`src/common/power_pkg.sv`:
```
// ----------------------------------------------------------------------
// Power domain definitions
// Domain count and switch acknowledge timing
// ----------------------------------------------------------------------

package power_pkg;

  // One domain each for cpu, peripheral and external subsystems
  localparam int unsigned POWER_DOMAINS = 3;

  // Delay from switch request to acknowledge
  localparam int unsigned SWITCH_ACK_LATENCY = 16;

  // One bit per domain, active low
  typedef logic [POWER_DOMAINS-1:0] domain_vec_t;

endpackage

```
`src/source/power_switch_emulator.sv`:
```
// ----------------------------------------------------------------------
// Power switch emulator
// Delays each domain switch request into its acknowledge
// ----------------------------------------------------------------------

module power_switch_emulator (
  input  logic                   clk_i,
  input  logic                   reset_i,
  input  power_pkg::domain_vec_t switch_n_i,
  output power_pkg::domain_vec_t switch_ack_n_o
);
  import power_pkg::*;

  // Physical settling of the switches, one stage per cycle
  domain_vec_t ack_q [SWITCH_ACK_LATENCY];

  always_ff @(posedge clk_i) begin
    if (reset_i) begin
      // All domains report switched off
      for (int i = 0; i < SWITCH_ACK_LATENCY; i++) begin
        ack_q[i] <= '1;
      end
    end else begin
      ack_q[0] <= switch_n_i;
      for (int i = 1; i < SWITCH_ACK_LATENCY; i++) begin
        ack_q[i] <= ack_q[i-1];
      end
    end
  end

  assign switch_ack_n_o = ack_q[SWITCH_ACK_LATENCY-1];

endmodule

```
`config.mk`:
```
export PLATFORM = sky130hd
export DESIGN_NAME = power_switch_emulator
export DESIGN_NICKNAME = d
export VERILOG_FILES = /design/src/common/power_pkg.sv /design/src/source/power_switch_emulator.sv
export SDC_FILE = /design/constraint.sdc
export NUM_CORES = 1
export LEC_CHECK = 0
export ABC_AREA = 1
export BUFFER_PORTS_ARGS = -buffer_cell sky130_fd_sc_hd__buf_4
export CAP_MARGIN = 5
export CELL_PAD_IN_SITES_DETAIL_PLACEMENT = 1
export CELL_PAD_IN_SITES_GLOBAL_PLACEMENT = 2
export CORE_UTILIZATION = 38
export DETAILED_ROUTE_END_ITERATION = 8
export PLACE_DENSITY_LB_ADDON = 0.1
export SLEW_MARGIN = 20
export SYNTH_ARGS = -nofsm -noshare
export SYNTH_HDL_FRONTEND = slang
export SYNTH_SLANG_ARGS = --single-unit
```
`constraint.sdc`:
```
create_clock -name clk_i -period 0.8 [get_ports clk_i]
set_input_delay 0.04 -clock clk_i [delete_from_list [all_inputs] [get_ports clk_i]]
set_output_delay 0.04 -clock clk_i [all_outputs]
set_load 0.1 [all_outputs]
```
==> results.cfg <==
[run_status]
status = complete, but fails checks
violations = negative setup slack

[setup_path]
cp-end-kind = primary output
r2r_end = ack_q[3][8]$_SDFF_PP1_
reg2reg_depth = 2
cp.arrival_ps = 880
required_ps = 760
cp_cell_sequence = buf_12
path_buf_inv = 1
crit_fanout = 1
worst_path_dominant_cell_family = flip-flops
crit_path_end = switch_ack_n_o[1]
rrSetupSlack_ps = 270
critPathKind = register to primary output
slowest_stage = dfxtp_2
worstSetupStartpointType = register
cp_slowest_stage_delay_ps = 360
startpoint = ack_q[3][10]$_SDFF_PP1_
worstReg2RegStart = ack_q[3][5]$_SDFF_PP1_
path_depth = 1

[floorplanning]
rows = 21
start_util_pct = 40.7
io_pins = 8
die_h_um = 62.5
die_w_um = 62.5
core_area_mm2 = 0.00342
dieArea_mm2 = 0.00391

[timing]
hold_violations = 0
period_share_pct = 115
slew_headroom_pct = 87.6
setup_violations = 3
finalClockSkew_ps = 4.32
slew_viol_final = 0
rsz0062_at_grt = yes
fin_setup_tns_ps = -345
tightest_slew_ps = 185
fin_crit_ps = 916
fmax_ghz = 1.09
setup_ws_ps = -116

[min_path]
hold_class = input port to register

[grt]
grt_util_all_layers_pct = 11.8
grt_pass1_wl_um = 3440
antenna_found_initial = 0
overflow = 0
grt_pass1_vias = 793
grt_max_degree = 23

[clock_network]
cts_buffers = 5
cts_tree = done
ctsRootBufferMaster = clkbuf_4
clock_sinks = 48
h-tree-depth = 2
cts_setup_buffers = 0
clk-insertion-delay-late_ps = 340
path_clk_slew_ps = 120
clock_path_buffers = 2

[synth]
syn_area_per_cell_um2 = 9.09
synth_area_mm2 = 0.00139
ys_seq_area_share_pct = 69.1
synth_nets = 158
synth_warnings = 0
synthCells = 153
yosys.cell_types.count = 7
synth-seq-cells = 48

[pwr]
p_per_area_mw_per_mm2 = 2250
leakage_uw = 0.00100
netSwitchingFraction_pct = 20.1
p_seq_share_pct = 66.6
vdd_drop_max_mv = 1.19
combPwrFrac_pct = 3.1
clkPwrFrac_pct = 30.3
internal-power_uw = 2900
power_uw = 3630
switchingPower_uw = 730

[finish]
diodes = 0
top_register = ack_q
nets = 170
drive_above_1_share_pct = 11.4
syn_to_final_growth_pct = 16.1
n_fill_cell = 403
largest_reg_flops = 48
utilization_pct = 47.3
reg_top3 = ack_q x48
layout_common_cells = 48 x inv_1, 48 x nand2_1, 45 x dfxtp_1, 5 x clkbuf_4, 5 x buf_12

[route]
routed_wl_um = 1790
wl_per_cell_um = 8.46
vias = 829
drtAntennaViolNets = 0
first_pass_iters = 4
drt-vias-per-instance = 3.91
route.detailed.drc = 0
drt-initial-drc-count = 15

[flow_run]
drv_cap = 0

[placement]
gp_congestion = 0.652
hpwl_um = 1110
io_buffer_count = 7
[through the flow]
step	instances	instance area (um^2)	setup WS, ps	hold WS [ps]
after floorplan	153	1390	202	132
after global placement	200	1480	156	222
after detailed placement	200	1480	132	231
after CTS	212	1620	-143	34.5
after global routing	212	1620	-178	29.9
final	212	1620	-116	57.4
[synth_stat cells]
master	count	area [um^2]
buf_4	3	22.5
inv_1	48	180
inv_2	1	3.75
nand2_1	48	180
dfxtp_1	48	961
buf_6	3	33.8
buf_2	2	10.0
[metal layers]
metal,up-vias,global-route usage (%),wire length (um)
li1,427,-,-
met1,385,12.1,764
met2,12,19.4,903
met3,5,6.02,81
met4,0,6.10,44
met5,-,0,0
[logic make-up after synthesis]
group / after synthesis / share of synthesized area [%]
AND/OR/NAND/NOR: 48 / 12.9
buffers and inverters: 57 / 18.0
flip-flops: 48 / 69.1
[power groups by stage]
stage | logic (uW) | registers (uW) | clock network [uW]
2_1_floorplan | 66.0 | 2470 | 0
3_3_place_gp | 95.0 | 2470 | 0
3_5_place_dp | 100 | 2470 | 0
4_1_cts | 116 | 2420 | 1170
5_1_grt | 128 | 2420 | 1300
6_report | 113 | 2420 | 1100
[what timing repair did]
item / 4_1_cts / 5_1_grt
gates resized for setup: 12 / 0
setup endpoints to repair: 3 / 3
endpoints found under the hold margin: 8 / 0
hold buffers: 4 / 0
[worst min-delay path by stage]
stage,from,to,slack (ps),depth (start not counted)
after detailed placement,switch_n_i[2],ack_q[0][2]$_SDFF_PP1_,230,3
after floorplan,switch_n_i[0],ack_q[0][0]$_SDFF_PP1_,130,2
after global routing,reset_i,ack_q[3][0]$_SDFF_PP1_,30,4
after CTS,reset_i,ack_q[2][3]$_SDFF_PP1_,30,4
after global placement,switch_n_i[0],ack_q[0][0]$_SDFF_PP1_,220,3
final,reset_i,ack_q[2][3]$_SDFF_PP1_,60,4
[cell type report]
| type | instances | area [um^2] | area share, % |
|---|---|---|---|
| repair buffers | 13 | 170 | 10.5 |
| clock buffers | 8 | 58.8 | 3.64 |
| inverters | 49 | 184 | 11.4 |
| multi-input cells | 48 | 180 | 11.2 |
| flip-flops and latches | 48 | 965 | 59.7 |
| well taps | 46 | 57.6 | 3.56 |
(Power assumes the default switching activity.)
