**config.mk**
```make
export PLATFORM = sky130hd
export DESIGN_NAME = gpio_event_counter
export DESIGN_NICKNAME = d
export VERILOG_FILES = /design/src/source/gpio_event_counter.sv
export SDC_FILE = /design/constraint.sdc
export NUM_CORES = 1
export LEC_CHECK = 0
export ABC_AREA = 0
export BUFFER_PORTS_ARGS = -buffer_cell sky130_fd_sc_hd__buf_2
export CAP_MARGIN = 20
export CORE_AREA = 2 2 39 41
export DETAILED_ROUTE_END_ITERATION = 12
export DIE_AREA = 0 0 41 43
export GPL_TIMING_DRIVEN = 0
export HOLD_SLACK_MARGIN = 0.02
export PLACE_DENSITY = 0.39
export RECOVER_POWER = 100
export SLEW_MARGIN = 40
export SYNTH_ARGS = -nofsm -noshare
export SYNTH_HDL_FRONTEND = slang
export SYNTH_SLANG_ARGS = --single-unit
```
**constraint.sdc**
```tcl
create_clock -name clk_i -period 1.5 [get_ports clk_i]
set_clock_uncertainty 0.1 [all_clocks]
set_input_delay 0 -clock clk_i [delete_from_list [all_inputs] [get_ports clk_i]]
set_output_delay 0 -clock clk_i [all_outputs]
set_load 0.01 [all_outputs]
```
**src/source/gpio_event_counter.sv**
```systemverilog
// ----------------------------------------------------------------------
// GPIO event counter
// Counts rising edges and pulses an interrupt every CNT_MAX edges
// ----------------------------------------------------------------------

module gpio_event_counter #(
  parameter int unsigned CNT_MAX = 16
) (
  input  logic clk_i,
  input  logic reset_i,
  input  logic gpio_i,
  output logic gpio_intr_o
);

  localparam int unsigned CNT_W = $clog2(CNT_MAX + 1);

  logic             gpio_q;
  logic             gpio_prev_q;
  logic             rise;
  logic [CNT_W-1:0] cnt_q;
  logic             intr_q;

  // Edge seen one cycle after sampling
  assign rise = gpio_q && !gpio_prev_q;

  always_ff @(posedge clk_i) begin
    if (reset_i) begin
      gpio_q      <= 1'b0;
      gpio_prev_q <= 1'b0;
      cnt_q       <= '0;
      intr_q      <= 1'b0;
    end else begin
      gpio_q      <= gpio_i;
      gpio_prev_q <= gpio_q;
      intr_q      <= 1'b0;
      if (rise) begin
        if (cnt_q == CNT_W'(CNT_MAX - 1)) begin
          cnt_q  <= '0;
          intr_q <= 1'b1;
        end else begin
          cnt_q <= cnt_q + 1'b1;
        end
      end
    end
  end

  assign gpio_intr_o = intr_q;

endmodule

```
==> results.toml, run 1 <==
[drt]
via_per_inst = 4.49
antenna_left = 0
routed_wl_um = 528
wire_per_inst_um = 9.60
drt_iter0_drc = 2
vias = 247
drc = 0
first_pass_iters = 2

[final_layout]
layout-drive-gt1-share_pct = 28.2
syn_to_final_growth_pct = 25.8
final_common_cell = "dfxtp_1"
n_antenna_cell = 0
final_cell_mix = "6 x dfxtp_1, 3 x nor2b_1, 3 x clkbuf_4, 3 x dlygate4sd3_1"
final_area_um2 = 433
nets = 45
nFillCells = 143

[sta]
tns_ps = 0
setup_violations = 0
worstMarginPinSlew_ps = 307
slew_headroom_pct = 79.5
finalCritPeriodShare_pct = 91.6
hold_viol = 0
period_minus_slack_ps = 1370
fmax_mhz = 728
maxSlewViolCount = 0
rsz0062_at_grt = "false"

[pwr]
ir_drop_mv = 0.414
cellLeakagePower_nw = 0.146
powerDensity_nw_per_um2 = 965

[synthesis]
ys_seq_elements = 8
synthXorXnorAreaFrac_pct = 5.09
synth_largest_area_cell = "dfxtp_1"
syn_nets = 34
syn_area_per_cell_um2 = 11.5
synthAdderAreaFrac_pct = 3.64
yosys_warnings = 0
synth_compound_area_share_pct = 5.09
yosysSeqAreaShare_pct = 46.5
synth_top_area_share_pct = 46.5
synthCells = 30
syn-cell-area_um2 = 344
synthMuxAreaShare_pct = 2.91
yosysUniqueCellTypes = 17
synthTopCellsByArea = "dfxtp_1 47%, nor4b_4 6.9%, nand2_8 5.8%"
yosys.area_share.simple_pct = 35.6
synth_top_family_by_area = "simple AND/OR/NAND/NOR gates"

[run_status]
status = "complete, no violations"

[worst_setup_path]
crit_arrival_ps = 1460
reg2reg_depth = 4
crit_required_ps = 1590
cp-start-kind = "flop"
critPathMaxFanout = 4
path_class = "flop to flop"
end_kind = "flop"

[min_path]
hold_path_depth = 1
hp-class = "flop to flop"

[clocking]
clk_pin_slew_ps = 50
cts_setup_buffers = 0
clock-sinks = 8
cts.path.max_buffers = 2
clock_latency_ps = 250
clockRootBuffer = "clkbuf_4"
htree_num_levels = 1
cts_tree = "yes"
numCtsBuffers = 3

[global_route]
grt_max_degree = 9
grt_use_total_pct = 8.46
grt_pass1_wl_um = 931
antenna_found_initial = 0
gr-total-overflow = 0
grt_pass1_vias = 220

[floorplanning]
coreArea_um2 = 1380
fp.dieW_um = 41
start_util_pct = 24.9
dieArea_um2 = 1760
die_h_um = 43
rows = 14
ios = 4

[place]
place_hpwl_um = 391
gp_congestion = 0.741
placedInstanceArea_um2 = 379
io_buffers = 3

[job]
drv_cap = 0
-- worst max-delay path, cell delays in order (launching register included) --
cell     delay, ps
dfxtp_2        400
ha_1           190
nand2_1        100
nor4b_4        350
nor2b_1        170
-- sequential cells by signal, summed over array words and instances, names as in the netlist --
name,count
gpio_q,1
gpio_intr_o,1
cnt_q,5
gpio_prev_q,1
-- cell usage after synthesis --
library cell and n:
or3_1 1, inv_1 1, nor2_1 2, nor3b_1 1, xnor2_1 2, o21ai_0 1, mux2i_1 1, and2b_4 1
nor3_1 2, nand2_1 1, a211oi_2 1, nor2b_1 3, nand2_8 1, nand3b_1 2, dfxtp_1 8, nor4b_4 1
ha_1 1
-- timing repair --
action                                 4_1_cts  5_1_grt
endpoints found under the hold margin        8        0
setup endpoints to repair                    0        4
hold buffers                                 3        0
resized for setup                            0        2
-- power breakdown --
part	switching [W]	internal, W	leakage (nW)	total [W]
logic	0.00000998	0.0000182	0.0666	0.0000282
registers	0.00000926	0.000220	0.0659	0.000229
clock network	0.0000693	0.0000913	0.0138	0.000161
-- final timing paths --
check	endpoint	slack, ps	startpoint
worst max-delay path	gpio_intr_o	130	cnt_q[0]
worst min register to register	cnt_q[4]	400	cnt_q[4]
worst max register to register	gpio_intr_o	130	cnt_q[0]
worst min-delay path	cnt_q[4]	400	cnt_q[4]
-- per-layer routing --
| metal | part of all wire, % | wire, µm | global-route usage (%) | vias up |
|---|---|---|---|---|
| li1 | - | - | - | 123 |
| met1 | 45 | 235 | 9.09 | 118 |
| met2 | 48 | 256 | 10.9 | 4 |
| met3 | 4.9 | 26 | 4.71 | 2 |
| met4 | 1.7 | 9 | 8.00 | 0 |
| met5 | 0 | 0 | 0 | - |
-- kinds of logic after synthesis --
family                   after synthesis
adder cells (fa/ha/maj)                1
multiplexers                           1
flip-flops                             8
AO/OA/AOI/OAI                          2
XOR/XNOR                               2
buffers and inverters                  1
AND/OR/NAND/NOR                       15
-- layout make-up --
type | instances | area (µm²) | share of cell area [%]
multi-input cells | 21 | 180 | 41.6
flip-flops and latches | 8 | 163 | 37.6
repair buffers | 6 | 43.8 | 10.1
well taps | 16 | 20.0 | 4.62
inverters | 1 | 3.75 | 0.867
clock buffers | 3 | 22.5 | 5.20
-- stage by stage --
step / std cells / hold WS [ps] / setup WS (ps) / power [W] / util [%]
floorplan: 30 / -28.4 / 137 / 0.000246 / -
global placement: 49 / 115 / 31.6 / 0.000253 / 27.4
detailed placement: 49 / 118 / 26.2 / 0.000255 / 27.4
CTS: 55 / 406 / 21.0 / 0.000423 / 31.2
global route: 55 / 424 / 56.4 / 0.000439 / 31.3
finish: 55 / 404 / 127 / 0.000418 / 31.3
No activity file was read; power rests on OpenSTA's default activity.
==> run 2, diff against run 1 <==
SETUP_SLACK_MARGIN = 0.15   (was not set)
==> run 2 against run 1 <==
Final area is 10% higher. Sequential share of layout area is 3.2 points lower. Global-route usage is 1.5 points higher. Sequential power is 2% lower. Setup slack worse by 0.97 ps. Worst hold slack better by 3.5 ps. First-iteration DRC count is 50% lower. Clock power is 2% higher. Cell count is 7.3% higher. Critical path type unchanged.
==> results.toml, run 2 (synthesis results as in run 1) <==
[run_status]
status = "complete, no violations"

[sta]
finalCritPeriodShare_pct = 91.6
slew_headroom_pct = 77.8
maxSlewViolCount = 0
hold_viol = 0
rsz0062_at_grt = "false"
setup_violations = 0
tns_ps = 0
worstMarginPinSlew_ps = 332
period_minus_slack_ps = 1370
fmax_mhz = 728

[worst_setup_path]
slowest_delay_ps = 400
crit_required_ps = 1590
crit_chain = "ha_4 -> nand2_1 -> nor4b_4 -> nor2b_1"
cp-startpoint = "cnt_q[0]"
r2r_start = "cnt_q[0]"
reg2reg_depth = 4
cp-start-kind = "flop"
end_kind = "flop"
worst_path_max_delay_cell = "dfxtp_1"
crit_arrival_ps = 1470
critPathMaxFanout = 4
r2r_setup_slack_ps = 130
reg2reg_to = "gpio_intr_o"
path_class = "flop to flop"
crit_end = "gpio_intr_o"

[final_layout]
nets = 49
largest_reg_flops = 5
ff_latch_area_um2 = 164
n_antenna_cell = 0
multi_input_area_um2 = 193
final_common_cell = "dfxtp_1"
final_cell_mix = "7 x dfxtp_1, 4 x buf_4, 3 x nor2b_1, 3 x clkbuf_4, 3 x dlygate4sd3_1"
layout-drive-gt1-share_pct = 34.9
syn_to_final_growth_pct = 38.5
nFillCells = 145
fin_cells = 59
max_flop_register = "cnt_q"

[drt]
first_pass_iters = 2
drt_iter0_drc = 1
routed_wl_um = 618
wire_per_inst_um = 10.5
vias = 260
antenna_left = 0
drc = 0
via_per_inst = 4.41

[floorplanning]
start_util_pct = 24.9
dieArea_um2 = 1760
ios = 4
die_h_um = 43
coreArea_um2 = 1380
rows = 14
fp.dieW_um = 41

[pwr]
power.total_w = 0.000431
ir_drop_mv = 0.417
cellLeakagePower_nw = 0.164
powerDensity_nw_per_um2 = 905

[clocking]
clk_pin_slew_ps = 60
cts.path.max_buffers = 2
clockRootBuffer = "clkbuf_4"
clock-sinks = 8
cts_tree = "yes"
clock_latency_ps = 250
htree_num_levels = 1
numCtsBuffers = 3

[place]
place_inst = 49
io_buffers = 3
gp_congestion = 0.741
place_hpwl_um = 411

[global_route]
grt_max_degree = 9
grt_use_total_pct = 9.98
grt_pass1_vias = 254
grt_pass1_wl_um = 1080
antenna_found_initial = 0
gr-total-overflow = 0

[job]
drv_cap = 0

[min_path]
hp-class = "flop to flop"
[run 2: cell count changes in the layout (fill, tap and decap cells not counted)]
cell | previous run | this run
ha_1 | 1 | 0
dfxtp_4 | 0 | 1
dfxtp_1 | 6 | 7
ha_4 | 0 | 1
dfxtp_2 | 2 | 0
buf_4 | 0 | 4
[run 2: stage by stage]
step / util, % / instance area [µm²] / hold WS (ps) / worst slack (ps)
finish: 34.4 / 477 / 407 / 126
floorplan: - / 347 / -30.1 / 223
global route: 34.4 / 477 / 424 / 61.7
CTS: 31.6 / 437 / 407 / 155
global placement: 27.6 / 382 / 113 / 120
detailed placement: 27.6 / 382 / 118 / 118
[run 2: critical path: cells and delay by family, from the launching register on]
| kind | cells | cell delay, ps |
|---|---|---|
| AND/OR/NAND/NOR | 3 | 660 |
| adder cells (fa/ha/maj) | 1 | 160 |
| flip-flops | 1 | 400 |
[run 2: how the worst min path moves through the flow]
stage,startpoint,endpoint,slack [ps],cells after the start
floorplan,reset_i,cnt_q[0],-30,1
global placement,gpio_i,gpio_q,110,2
detailed placement,gpio_i,gpio_q,120,2
CTS,gpio_q,gpio_prev_q,410,1
global route,gpio_q,gpio_prev_q,420,1
finish,cnt_q[4],cnt_q[4],410,1
[run 2: cell type report]
cell class / count / area share [%]
Tap cell: 16 / 4.20
Multi-Input combinational cell: 21 / 40.4
Sequential cell: 8 / 34.4
Timing Repair Buffer: 10 / 15.5
Inverter: 1 / 0.787
Clock buffer: 3 / 4.72
[run 2: power by group]
| part | total (W) | internal (W) | switching, W |
|---|---|---|---|
| sequential | 0.000224 | 0.000218 | 0.00000625 |
| clock | 0.000165 | 0.0000916 | 0.0000737 |
| combinational | 0.0000421 | 0.0000257 | 0.0000164 |
[run 2: timing repair]
action                     4_1_cts  5_1_grt
hold buffers                     3        0
setup buffers                    0        4
setup endpoints to repair        3        4
gates resized for setup          1        4
pin swaps                        1        1
hold endpoints to repair         8        0
[run 2: layer usage]
metal	global-route usage [%]	share of wire, %
met4	10.0	0
met1	11.4	44
met2	12.5	52
met5	0	0
met3	4.71	4.7
