$ cat config.mk
export PLATFORM = sky130hd
export DESIGN_NAME = ext_obi_demux_flat
export DESIGN_NICKNAME = d
export VERILOG_FILES = /design/src/common/ext_bus_pkg.sv /design/src/common/obi_if.sv /design/src/ext_bus/ext_obi_demux.sv /design/src/flat_wrapper.sv
export SDC_FILE = /design/constraint.sdc
export NUM_CORES = 1
export LEC_CHECK = 0
export BUFFER_PORTS_ARGS = -buffer_cell sky130_fd_sc_hd__buf_4
export CORE_AREA = 3 3 120 122
export DETAILED_ROUTE_END_ITERATION = 8
export DIE_AREA = 0 0 123 125
export SLEW_MARGIN = 10
export SYNTH_ARGS = -nofsm -noshare
export SYNTH_HDL_FRONTEND = slang
export SYNTH_SLANG_ARGS = --single-unit
$ cat constraint.sdc
create_clock -name clk_i -period 0.9 [get_ports clk_i]
set_input_delay 0.045 -clock clk_i [delete_from_list [all_inputs] [get_ports clk_i]]
set_output_delay 0.045 -clock clk_i [all_outputs]
set_load 0.02 [all_outputs]
$ cat src/common/ext_bus_pkg.sv
// ----------------------------------------------------------------------
// External bus definitions
// Widths, memory map and response timing of the harness OBI bus
// ----------------------------------------------------------------------

package ext_bus_pkg;

  // Bus widths
  localparam int unsigned ADDR_WIDTH     = 32;
  localparam int unsigned DATA_WIDTH     = 32;
  localparam int unsigned BE_WIDTH       = DATA_WIDTH / 8;
  localparam int unsigned WORD_IDX_WIDTH = 10;

  typedef logic [ADDR_WIDTH-1:0]     addr_t;
  typedef logic [DATA_WIDTH-1:0]     data_t;
  typedef logic [BE_WIDTH-1:0]       be_t;
  typedef logic [WORD_IDX_WIDTH-1:0] word_idx_t;

  // ----------------------------------------------------------------------
  // Memory map
  // ----------------------------------------------------------------------
  localparam addr_t       SLOW_MEM0_BASE = 32'hF000_0000;
  localparam addr_t       SLOW_MEM1_BASE = 32'hF000_1000;
  localparam int unsigned SLOW_MEM_SIZE  = 4096;
  localparam int unsigned SLOW_MEM_WORDS = SLOW_MEM_SIZE / BE_WIDTH;

  // Cycles from grant to rvalid
  localparam int unsigned SLOW_LATENCY = 2;

  // Read data for an address outside both windows
  localparam data_t ERROR_RDATA = 32'hBADC_AB1E;

  // Where a transfer is routed
  typedef enum logic [1:0] {
    TGT_MEM0,
    TGT_MEM1,
    TGT_ERR
  } target_e;

endpackage

$ cat src/common/obi_if.sv
// ----------------------------------------------------------------------
// OBI bus bundle
// Request and response signals of one non-stalling OBI link
// ----------------------------------------------------------------------

interface obi_if;
  import ext_bus_pkg::*;

  // Request channel
  logic  req;
  logic  we;
  be_t   be;
  addr_t addr;
  data_t wdata;

  // Response channel, no back-pressure
  logic  rvalid;
  data_t rdata;

  modport manager (
    output req, we, be, addr, wdata,
    input  rvalid, rdata
  );

  modport subordinate (
    input  req, we, be, addr, wdata,
    output rvalid, rdata
  );

endinterface

$ cat src/ext_bus/ext_obi_demux.sv
// ----------------------------------------------------------------------
// External OBI demux
// Routes each transfer to a slow memory or the error responder and
// returns the responses in order
// ----------------------------------------------------------------------

module ext_obi_demux (
  input  logic               clk_i,
  input  logic               reset_i,
  input  logic               obi_req_i,
  input  logic               obi_we_i,
  input  ext_bus_pkg::be_t   obi_be_i,
  input  ext_bus_pkg::addr_t obi_addr_i,
  input  ext_bus_pkg::data_t obi_wdata_i,
  output logic               obi_gnt_o,
  output logic               obi_rvalid_o,
  output ext_bus_pkg::data_t obi_rdata_o,
  obi_if.manager             mem0_o,
  obi_if.manager             mem1_o
);
  import ext_bus_pkg::*;

  localparam addr_t WINDOW_MASK = ~addr_t'(SLOW_MEM_SIZE - 1);

  target_e   req_tgt;
  word_idx_t req_idx;
  addr_t     mem_addr;

  // Response tracking, one slot per cycle of latency
  target_e                 tgt_q [SLOW_LATENCY];
  logic                    we_q  [SLOW_LATENCY];
  logic [SLOW_LATENCY-1:0] err_q;

  target_e resp_tgt;
  logic    err_rvalid;
  data_t   err_rdata;

  // ----------------------------------------------------------------------
  // Address decode and request routing
  // ----------------------------------------------------------------------
  always_comb begin
    if ((obi_addr_i & WINDOW_MASK) == SLOW_MEM0_BASE) begin
      req_tgt = TGT_MEM0;
    end else if ((obi_addr_i & WINDOW_MASK) == SLOW_MEM1_BASE) begin
      req_tgt = TGT_MEM1;
    end else begin
      req_tgt = TGT_ERR;
    end
  end

  // Memories never stall
  assign obi_gnt_o = obi_req_i;

  // Offset inside the window, word aligned
  assign req_idx  = obi_addr_i[WORD_IDX_WIDTH+1:2];
  assign mem_addr = addr_t'({req_idx, 2'b00});

  assign mem0_o.req   = obi_req_i && (req_tgt == TGT_MEM0);
  assign mem0_o.we    = obi_we_i;
  assign mem0_o.be    = obi_be_i;
  assign mem0_o.addr  = mem_addr;
  assign mem0_o.wdata = obi_wdata_i;

  assign mem1_o.req   = obi_req_i && (req_tgt == TGT_MEM1);
  assign mem1_o.we    = obi_we_i;
  assign mem1_o.be    = obi_be_i;
  assign mem1_o.addr  = mem_addr;
  assign mem1_o.wdata = obi_wdata_i;

  // ----------------------------------------------------------------------
  // In-flight target pipeline
  // ----------------------------------------------------------------------
  always_ff @(posedge clk_i) begin
    if (reset_i) begin
      err_q <= '0;
    end else begin
      err_q <= {err_q[SLOW_LATENCY-2:0], obi_req_i && (req_tgt == TGT_ERR)};
    end
  end

  always_ff @(posedge clk_i) begin
    tgt_q[0] <= req_tgt;
    we_q[0]  <= obi_we_i;
    for (int i = 1; i < SLOW_LATENCY; i++) begin
      tgt_q[i] <= tgt_q[i-1];
      we_q[i]  <= we_q[i-1];
    end
  end

  // Error responder, write data is dropped
  assign resp_tgt   = tgt_q[SLOW_LATENCY-1];
  assign err_rvalid = err_q[SLOW_LATENCY-1];
  assign err_rdata  = we_q[SLOW_LATENCY-1] ? '0 : ERROR_RDATA;

  // Response return from the slot recorded at grant
  always_comb begin
    case (resp_tgt)
      TGT_MEM0: begin
        obi_rvalid_o = mem0_o.rvalid;
        obi_rdata_o  = mem0_o.rdata;
      end
      TGT_MEM1: begin
        obi_rvalid_o = mem1_o.rvalid;
        obi_rdata_o  = mem1_o.rdata;
      end
      default: begin
        obi_rvalid_o = err_rvalid;
        obi_rdata_o  = err_rdata;
      end
    endcase
  end

endmodule

$ cat src/flat_wrapper.sv
// flat-port wrapper written by rule: the top's interface ports become plain ports
module ext_obi_demux_flat import ext_bus_pkg::*;
  (clk_i, reset_i, obi_req_i, obi_we_i, obi_be_i, obi_addr_i, obi_wdata_i, obi_gnt_o, obi_rvalid_o, obi_rdata_o, mem0_o_req, mem0_o_we, mem0_o_be, mem0_o_addr, mem0_o_wdata, mem0_o_rvalid, mem0_o_rdata, mem1_o_req, mem1_o_we, mem1_o_be, mem1_o_addr, mem1_o_wdata, mem1_o_rvalid, mem1_o_rdata);
  obi_if mem0_o_i ();
  obi_if mem1_o_i ();
  input  logic clk_i;
  input  logic reset_i;
  input  logic obi_req_i;
  input  logic obi_we_i;
  input  ext_bus_pkg::be_t obi_be_i;
  input  ext_bus_pkg::addr_t obi_addr_i;
  input  ext_bus_pkg::data_t obi_wdata_i;
  output logic obi_gnt_o;
  output logic obi_rvalid_o;
  output ext_bus_pkg::data_t obi_rdata_o;
  output wire logic [$bits(mem0_o_i.req)-1:0] mem0_o_req;
  output wire logic [$bits(mem0_o_i.we)-1:0] mem0_o_we;
  output wire logic [$bits(mem0_o_i.be)-1:0] mem0_o_be;
  output wire logic [$bits(mem0_o_i.addr)-1:0] mem0_o_addr;
  output wire logic [$bits(mem0_o_i.wdata)-1:0] mem0_o_wdata;
  input wire logic [$bits(mem0_o_i.rvalid)-1:0] mem0_o_rvalid;
  input wire logic [$bits(mem0_o_i.rdata)-1:0] mem0_o_rdata;
  output wire logic [$bits(mem1_o_i.req)-1:0] mem1_o_req;
  output wire logic [$bits(mem1_o_i.we)-1:0] mem1_o_we;
  output wire logic [$bits(mem1_o_i.be)-1:0] mem1_o_be;
  output wire logic [$bits(mem1_o_i.addr)-1:0] mem1_o_addr;
  output wire logic [$bits(mem1_o_i.wdata)-1:0] mem1_o_wdata;
  input wire logic [$bits(mem1_o_i.rvalid)-1:0] mem1_o_rvalid;
  input wire logic [$bits(mem1_o_i.rdata)-1:0] mem1_o_rdata;
  assign mem0_o_req = mem0_o_i.req;
  assign mem0_o_we = mem0_o_i.we;
  assign mem0_o_be = mem0_o_i.be;
  assign mem0_o_addr = mem0_o_i.addr;
  assign mem0_o_wdata = mem0_o_i.wdata;
  assign mem0_o_i.rvalid = mem0_o_rvalid;
  assign mem0_o_i.rdata = mem0_o_rdata;
  assign mem1_o_req = mem1_o_i.req;
  assign mem1_o_we = mem1_o_i.we;
  assign mem1_o_be = mem1_o_i.be;
  assign mem1_o_addr = mem1_o_i.addr;
  assign mem1_o_wdata = mem1_o_i.wdata;
  assign mem1_o_i.rvalid = mem1_o_rvalid;
  assign mem1_o_i.rdata = mem1_o_rdata;
  ext_obi_demux u_core (.clk_i(clk_i), .reset_i(reset_i), .obi_req_i(obi_req_i), .obi_we_i(obi_we_i), .obi_be_i(obi_be_i), .obi_addr_i(obi_addr_i), .obi_wdata_i(obi_wdata_i), .obi_gnt_o(obi_gnt_o), .obi_rvalid_o(obi_rvalid_o), .obi_rdata_o(obi_rdata_o), .mem0_o(mem0_o_i), .mem1_o(mem1_o_i));
endmodule
==> impl_metrics.env, run 1 <==
export IMPL_status="finished with violations"
export IMPL_violations="negative setup slack"
export IMPL_detailroute_via_count=1751
export IMPL_dr_pass1_iters=2
export IMPL_synth_top_area_frac=0.547
export IMPL_critical_path_class="register to output pin"
export IMPL_holdWs_ns=0.0632
export IMPL_intPower_mw=1.42
export IMPL_hp_class="input pin to register"
export IMPL_wl_per_cell_um=16.4
export IMPL_drtIter0Drc=27
export IMPL_drtAntennaViolNets=0
export IMPL_pre_cts_slack_ns=-0.392
export IMPL_p_switching_mw=0.699
export IMPL_start_kind="register"
export IMPL_dieArea_sq_um=15400
export IMPL_die_width_um=123
export IMPL_hold_viol_final=0
export IMPL_synth_top_area_cell="buf_4"
export IMPL_slowest_stage="dfxtp_4"
export IMPL_power_density_nw_per_um2=636
export IMPL_fin_crit_ns=1.45
export IMPL_cp_max_fo=6
export IMPL_cap_viol_max_count=0
export IMPL_grt_max_degree=21
export IMPL_totalWireLength_mm=8.13
export IMPL_report_final_slew_viol_count=0
export IMPL_grt_remaining_overflow=0
export IMPL_path_cells="buf_12 > buf_8 > mux2i_1 > nor2_2 > buf_4"
export IMPL_dpl_hpwl_mm=6.40
export IMPL_grt_pass1_vias=1662
export IMPL_synth_area_per_cell_sq_um=7.38
export IMPL_fin_crit_sh=1.61
export IMPL_swShare=0.330
export IMPL_syn_inst=262
export IMPL_cts_buffers=3
export IMPL_synth_seq_cells=8
export IMPL_cts_tree="done"
export IMPL_viasPerCell=3.53
export IMPL_core_area_sq_um=13300
export IMPL_root_buffer="clkbuf_16"
export IMPL_area_growth_pct=71.8
export IMPL_clockBufferDepth=2
export IMPL_drive_gt1_frac=0.759
export IMPL_rsz0062_at_grt="true"
export IMPL_htree_levels=1
export IMPL_gp_congestion=0.672
export IMPL_path_delay_family="flip-flops"
export IMPL_grt_pass1_wl_mm=9.83
export IMPL_io_pins=312
export IMPL_n_fill_cell=1396
export IMPL_ys_warn_count=0
export IMPL_finish_utilization=0.250
export IMPL_layout_setup_ws_ns=-0.553
export IMPL_io_buffers=127
export IMPL_critPathMaxStageDelay_ns=0.44
export IMPL_synth_area_top_cells="buf_4 55%, dfxtp_1 8.3%, a211oi_1 7.4%"
export IMPL_netlist_area_sq_um=1930
export IMPL_track_usage=0.0865
export IMPL_finClkSkew_ns=0.000124
export IMPL_vdd_drop_max_mv=0.391
export IMPL_setup_viol=37
export IMPL_antenna_found_initial=0
export IMPL_clk_pin_slew_worst_paths_ns=0.04
export IMPL_row_count=42
export IMPL_pwr_share_seq=0.172
export IMPL_fin_nets=460
export IMPL_start_util=0.145
export IMPL_timing_fmax_mhz=688
export IMPL_crit_path_end_kind="output pin"
export IMPL_cts_num_sinks=8
export IMPL_route_detailed_drc=0
export IMPL_die_h_um=125
export IMPL_path_buf_inv=3
export IMPL_ys_seq_area_frac=0.0828
export IMPL_crit_required_ns=0.85
export IMPL_cp_data_arrival_time_ns=1.41
export IMPL_clk_latency_ns=0.23
export IMPL_combinationalPowerShare=0.458
export IMPL_clkPwrFrac=0.370
export IMPL_ys_types=22
export IMPL_antennaDiodeCount=0
export IMPL_leakagePower_nw=1.43
==> sequential cells by signal, indices dropped and copies added, names as in the netlist <==
signal,flops
u_core.tgt_q,4
u_core.err_q,2
u_core.we_q,2
==> repair_timing <==
action / CTS / global route
pin swaps: 8 / 32
endpoints found under the hold margin: 2 / 0
hold buffers: 2 / 0
resized for setup: 33 / 60
setup endpoints to repair: 38 / 38
gates cloned: 1 / 5
buffers inserted: 4 / 0
==> power groups by stage <==
stage               logic [mW]  clock network, mW  registers [mW]
finish                   0.969              0.781           0.364
global route              1.03              0.826           0.364
CTS                      0.883              0.828           0.364
detailed placement       0.839                  0           0.373
global placement         0.830                  0           0.373
floorplan                 1.15                  0           0.372
==> per-stage QoR <==
step	setup TNS [ns]	power, mW	instances	instance area, sq um
final	-16.97	2.11	496	3320
after global routing	-18.61	2.22	496	3320
after CTS	-17.40	2.08	493	2950
after detailed placement	-9.99	1.21	483	2660
after global placement	-9.55	1.20	483	2660
after floorplan	-3.30	1.52	305	2440
==> cells in the mapped netlist <==
cell,n
a211oi_1,19
o211a_1,1
nor2_1,33
or2_1,1
conb_1,1
buf_6,1
nor4_4,1
nand4_2,1
buf_4,141
nor4_1,2
clkbuf_1,3
dfxtp_1,8
buf_2,5
o21ai_0,1
and2_1,1
inv_1,3
and4b_1,1
nand2_1,2
nor2b_1,20
mux2i_1,14
nor4_2,2
nor3_1,1
==> cell families after synthesis <==
kind of cell,count (synthesis),synth area share
other,1,0.00194
buffers and inverters,153,0.578
multiplexers,14,0.0724
flip-flops,8,0.0828
AO/OA/AOI/OAI,21,0.0815
AND/OR/NAND/NOR,65,0.184
==> per-layer routing <==
| metal | vias up | GRT usage | wire length, um |
|---|---|---|---|
| met5 | - | 0 | 0 |
| li1 | 769 | - | - |
| met3 | 10 | 0.0632 | 1700 |
| met2 | 229 | 0.166 | 4380 |
| met4 | 0 | 0.0339 | 153 |
| met1 | 743 | 0.0627 | 1890 |
==> placed cells by master (no fill, tap or decap), types with 2 or more instances in the layout <==
cell / netlist / final
a211oi_2: 0 / 8
a211oi_4: 0 / 11
buf_12: 0 / 4
buf_4: 141 / 109
buf_6: 1 / 40
buf_8: 0 / 2
clkbuf_16: 0 / 7
conb_1: 1 / 44
dfxtp_1: 8 / 6
dlygate4sd3_1: 0 / 2
inv_1: 3 / 3
mux2i_1: 14 / 3
mux2i_2: 0 / 6
mux2i_4: 0 / 5
nand2_1: 2 / 2
nor2_2: 0 / 22
nor2_4: 0 / 10
nor2b_1: 20 / 13
nor2b_2: 0 / 4
nor2b_4: 0 / 3
nor4_4: 1 / 5
==> path summary, 6_finish.rpt <==
check / startpoint / slack (ns) / depth (start not counted) / end
setup / recovery: u_core.tgt_q[0][2] / -0.55 / 5 / obi_rdata_o[6]
hold reg to reg: u_core.tgt_q[0][0] / 0.32 / 0 / u_core.tgt_q[0][2]
hold / removal: obi_req_i / 0.06 / 2 / u_core.err_q[0]
setup reg to reg: u_core.err_q[0] / 0.40 / 1 / u_core.err_q[1]
==> layout make-up <==
type,count,area [sq um],area share
clock buffers,3,75.1,0.0226
inverters,3,11.3,0.00339
multi-input cells,144,1330,0.399
flip-flops and latches,8,165,0.0497
well taps,176,220,0.0663
repair buffers,162,1530,0.459
Note: power is estimated with default switching activity, not from simulation.
==> run 2, diff against run 1 <==
--- a/config.mk
+++ b/config.mk
@@ -5,10 +5,11 @@
 export SDC_FILE = /design/constraint.sdc
 export NUM_CORES = 1
 export LEC_CHECK = 0
+export ABC_AREA = 1
 export BUFFER_PORTS_ARGS = -buffer_cell sky130_fd_sc_hd__buf_4
-export CORE_AREA = 3 3 120 122
+export CORE_AREA = 3 3 121 123
 export DETAILED_ROUTE_END_ITERATION = 8
-export DIE_AREA = 0 0 123 125
+export DIE_AREA = 0 0 124 126
 export SLEW_MARGIN = 10
 export SYNTH_ARGS = -nofsm -noshare
 export SYNTH_HDL_FRONTEND = slang
==> impl_metrics.env, run 2 <==
export IMPL_status="finished with violations"
export IMPL_violations="negative setup slack"
export IMPL_grt_pass1_vias=1639
export IMPL_timing_fmax_mhz=755
export IMPL_clkPwrFrac=0.378
export IMPL_pwr_share_seq=0.191
export IMPL_io_buffers=127
export IMPL_synth_most_common_cell="buf_4"
export IMPL_io_pins=312
export IMPL_swShare=0.296
export IMPL_largest_register="u_core.tgt_q"
export IMPL_path_buf_inv=3
export IMPL_gp_congestion=0.665
export IMPL_totalWireLength_mm=6.38
export IMPL_finish_utilization=0.207
export IMPL_fin_nets=449
export IMPL_slowest_stage="dfxtp_4"
export IMPL_crit_path_end_kind="output pin"
export IMPL_grt_util_met2=0.129
export IMPL_clk_latency_ns=0.23
export IMPL_register_area_sq_um=165
export IMPL_dieArea_sq_um=15600
export IMPL_start_kind="register"
export IMPL_largest_register_ff_count=4
export IMPL_hold_viol_final=0
export IMPL_p_switching_mw=0.566
export IMPL_netlist_area_sq_um=1770
export IMPL_multi_input_area_sq_um=970
export IMPL_synth_ff_type="dfxtp_1"
export IMPL_pre_cts_slack_ns=-0.191
export IMPL_critPathMaxStageDelay_ns=0.36
export IMPL_critical_path_class="register to output pin"
export IMPL_rsz0062_at_grt="true"
export IMPL_dpl_cell_area_sq_um=2340
export IMPL_finClkSkew_ns=0.00135
export IMPL_clockBufferDepth=2
export IMPL_die_width_um=124
export IMPL_combinationalPowerShare=0.432
export IMPL_setup_tns_ns=-13.45
export IMPL_holdWs_ns=0.0900
export IMPL_viasPerCell=3.39
export IMPL_synth_seq_cells=8
export IMPL_ys_seq_area_frac=0.0905
export IMPL_cts_tree="done"
export IMPL_area_growth_pct=61.0
export IMPL_route_detailed_drc=0
export IMPL_layout_commonest_cell="buf_4"
export IMPL_met3_usage=0.0418
export IMPL_leakagePower_nw=1.43
export IMPL_cp_data_arrival_time_ns=1.28
export IMPL_wl_per_cell_um=13.0
export IMPL_grt_busiest_layer="met2"
export IMPL_setup_viol=34
export IMPL_reg_top3="u_core.tgt_q x4, u_core.err_q x2, u_core.we_q x2"
export IMPL_drtIter0Drc=22
export IMPL_synth_top_area_frac=0.590
export IMPL_crit_required_ns=0.85
export IMPL_path_cells="inv_2 > or2_4 > buf_12 > nand3_2 > buf_6"
export IMPL_start_util=0.128
export IMPL_p_total_mw=1.92
export IMPL_detailroute_via_count=1660
export IMPL_root_buffer="clkbuf_16"
export IMPL_path_delay_family="flip-flops"
export IMPL_synth_top_area_cell="buf_4"
export IMPL_track_usage=0.0671
export IMPL_synth_area_top_cells="buf_4 59%, nand2_1 10%, dfxtp_1 9.1%"
export IMPL_synth_edff_count=0
export IMPL_antennaDiodeCount=0
export IMPL_use_met1=0.0507
export IMPL_dr_pass1_iters=3
export IMPL_stdcell_area_sq_um=2850
export IMPL_dpl_hpwl_mm=4.85
export IMPL_intPower_mw=1.35
export IMPL_clk_pin_slew_worst_paths_ns=0.03
export IMPL_dp_cells=478
export IMPL_ys_warn_count=0
export IMPL_htree_levels=1
export IMPL_cts_buffers=3
export IMPL_vdd_drop_max_mv=0.485
export IMPL_synth_commonest_cells="139 x buf_4, 49 x nand2_1, 21 x nand3_1"
export IMPL_grt_pass1_wl_mm=8.14
export IMPL_syn_inst=266
export IMPL_layout_setup_ws_ns=-0.424
export IMPL_core_area_sq_um=13800
export IMPL_antenna_found_initial=0
export IMPL_cap_viol_max_count=0
export IMPL_final_cells=489
export IMPL_drive_gt1_frac=0.618
export IMPL_hp_class="input pin to output pin"
export IMPL_n_fill_cell=1541
export IMPL_grt_remaining_overflow=0
export IMPL_drtAntennaViolNets=0
export IMPL_async_flop_share=0
export IMPL_power_density_nw_per_um2=673
export IMPL_grt_max_degree=34
export IMPL_row_count=43
export IMPL_cp_max_fo=7
export IMPL_fin_crit_sh=1.47
export IMPL_report_final_slew_viol_count=0
export IMPL_ys_types=14
export IMPL_die_h_um=126
export IMPL_synth_area_per_cell_sq_um=6.65
export IMPL_fin_crit_ns=1.32
export IMPL_cts_num_sinks=8
export IMPL_final_cell_mix="94 x buf_4, 47 x nand2_1, 44 x conb_1"
-- run 2: changes by cell type in the layout (fill, tap and decap cells not counted), sizes merged, moves of 6 or more --
cell    delta
a211oi    -19
a22o      +13
buf       -15
inv        +6
mux2i     -14
nand2     +47
nand3     +21
nor2      -20
nor2b     -20
-- run 2: kinds of logic after synthesis --
kind of cell | synth area share
flops | 0.0905
compound gates | 0.0686
other cells | 0.00212
simple gates | 0.204
buf+inv | 0.635
-- run 2: worst paths after layout --
path | from | end | slack (ns) | cells past startpoint
setup / recovery | u_core.tgt_q[0][3] | obi_rdata_o[9] | -0.42 | 5
hold / removal | obi_wdata_i[19] | mem0_o_wdata[19] | 0.09 | 0
setup reg to reg | u_core.err_q[0] | u_core.err_q[1] | 0.41 | 2
hold reg to reg | u_core.tgt_q[0][1] | u_core.tgt_q[0][3] | 0.32 | 0
-- run 2: repair_timing --
action,4_1_cts,5_1_grt
gates resized for setup,63,11
gates cloned,4,1
hold endpoints to repair,2,0
endpoints found under the setup margin,35,36
hold buffers,2,0
buffers inserted,1,0
pin swaps,15,8
-- run 2: final cells by class --
| cell class | count | share of cell area |
|---|---|---|
| flip-flops and latches | 8 | 0.0580 |
| clock buffers | 3 | 0.0264 |
| repair buffers | 144 | 0.482 |
| multi-input cells | 145 | 0.341 |
| well taps | 180 | 0.0791 |
| inverters | 9 | 0.0145 |
-- run 2: per-layer routing --
layer / vias up / wire [um] / share of wire
met5: - / 26 / 0.0041
met4: 2 / 222 / 0.035
met3: 29 / 1250 / 0.20
met2: 190 / 3290 / 0.52
met1: 700 / 1580 / 0.25
li1: 739 / - / -
-- run 2: power by group through the flow --
| stage | clock [mW] | sequential, mW | combinational, mW |
|---|---|---|---|
| after CTS | 0.741 | 0.369 | 0.821 |
| after global routing | 0.766 | 0.366 | 0.885 |
| final | 0.724 | 0.365 | 0.827 |
| after floorplan | 0 | 0.372 | 1.08 |
| after detailed placement | 0 | 0.373 | 0.738 |
| after global placement | 0 | 0.374 | 0.735 |
-- run 2: worst register-to-register path: cells and delay by family (launching register included) --
family	cells	cell delay, ns
buf+inv	1	0.03
simple gates	1	0.09
flops	1	0.30
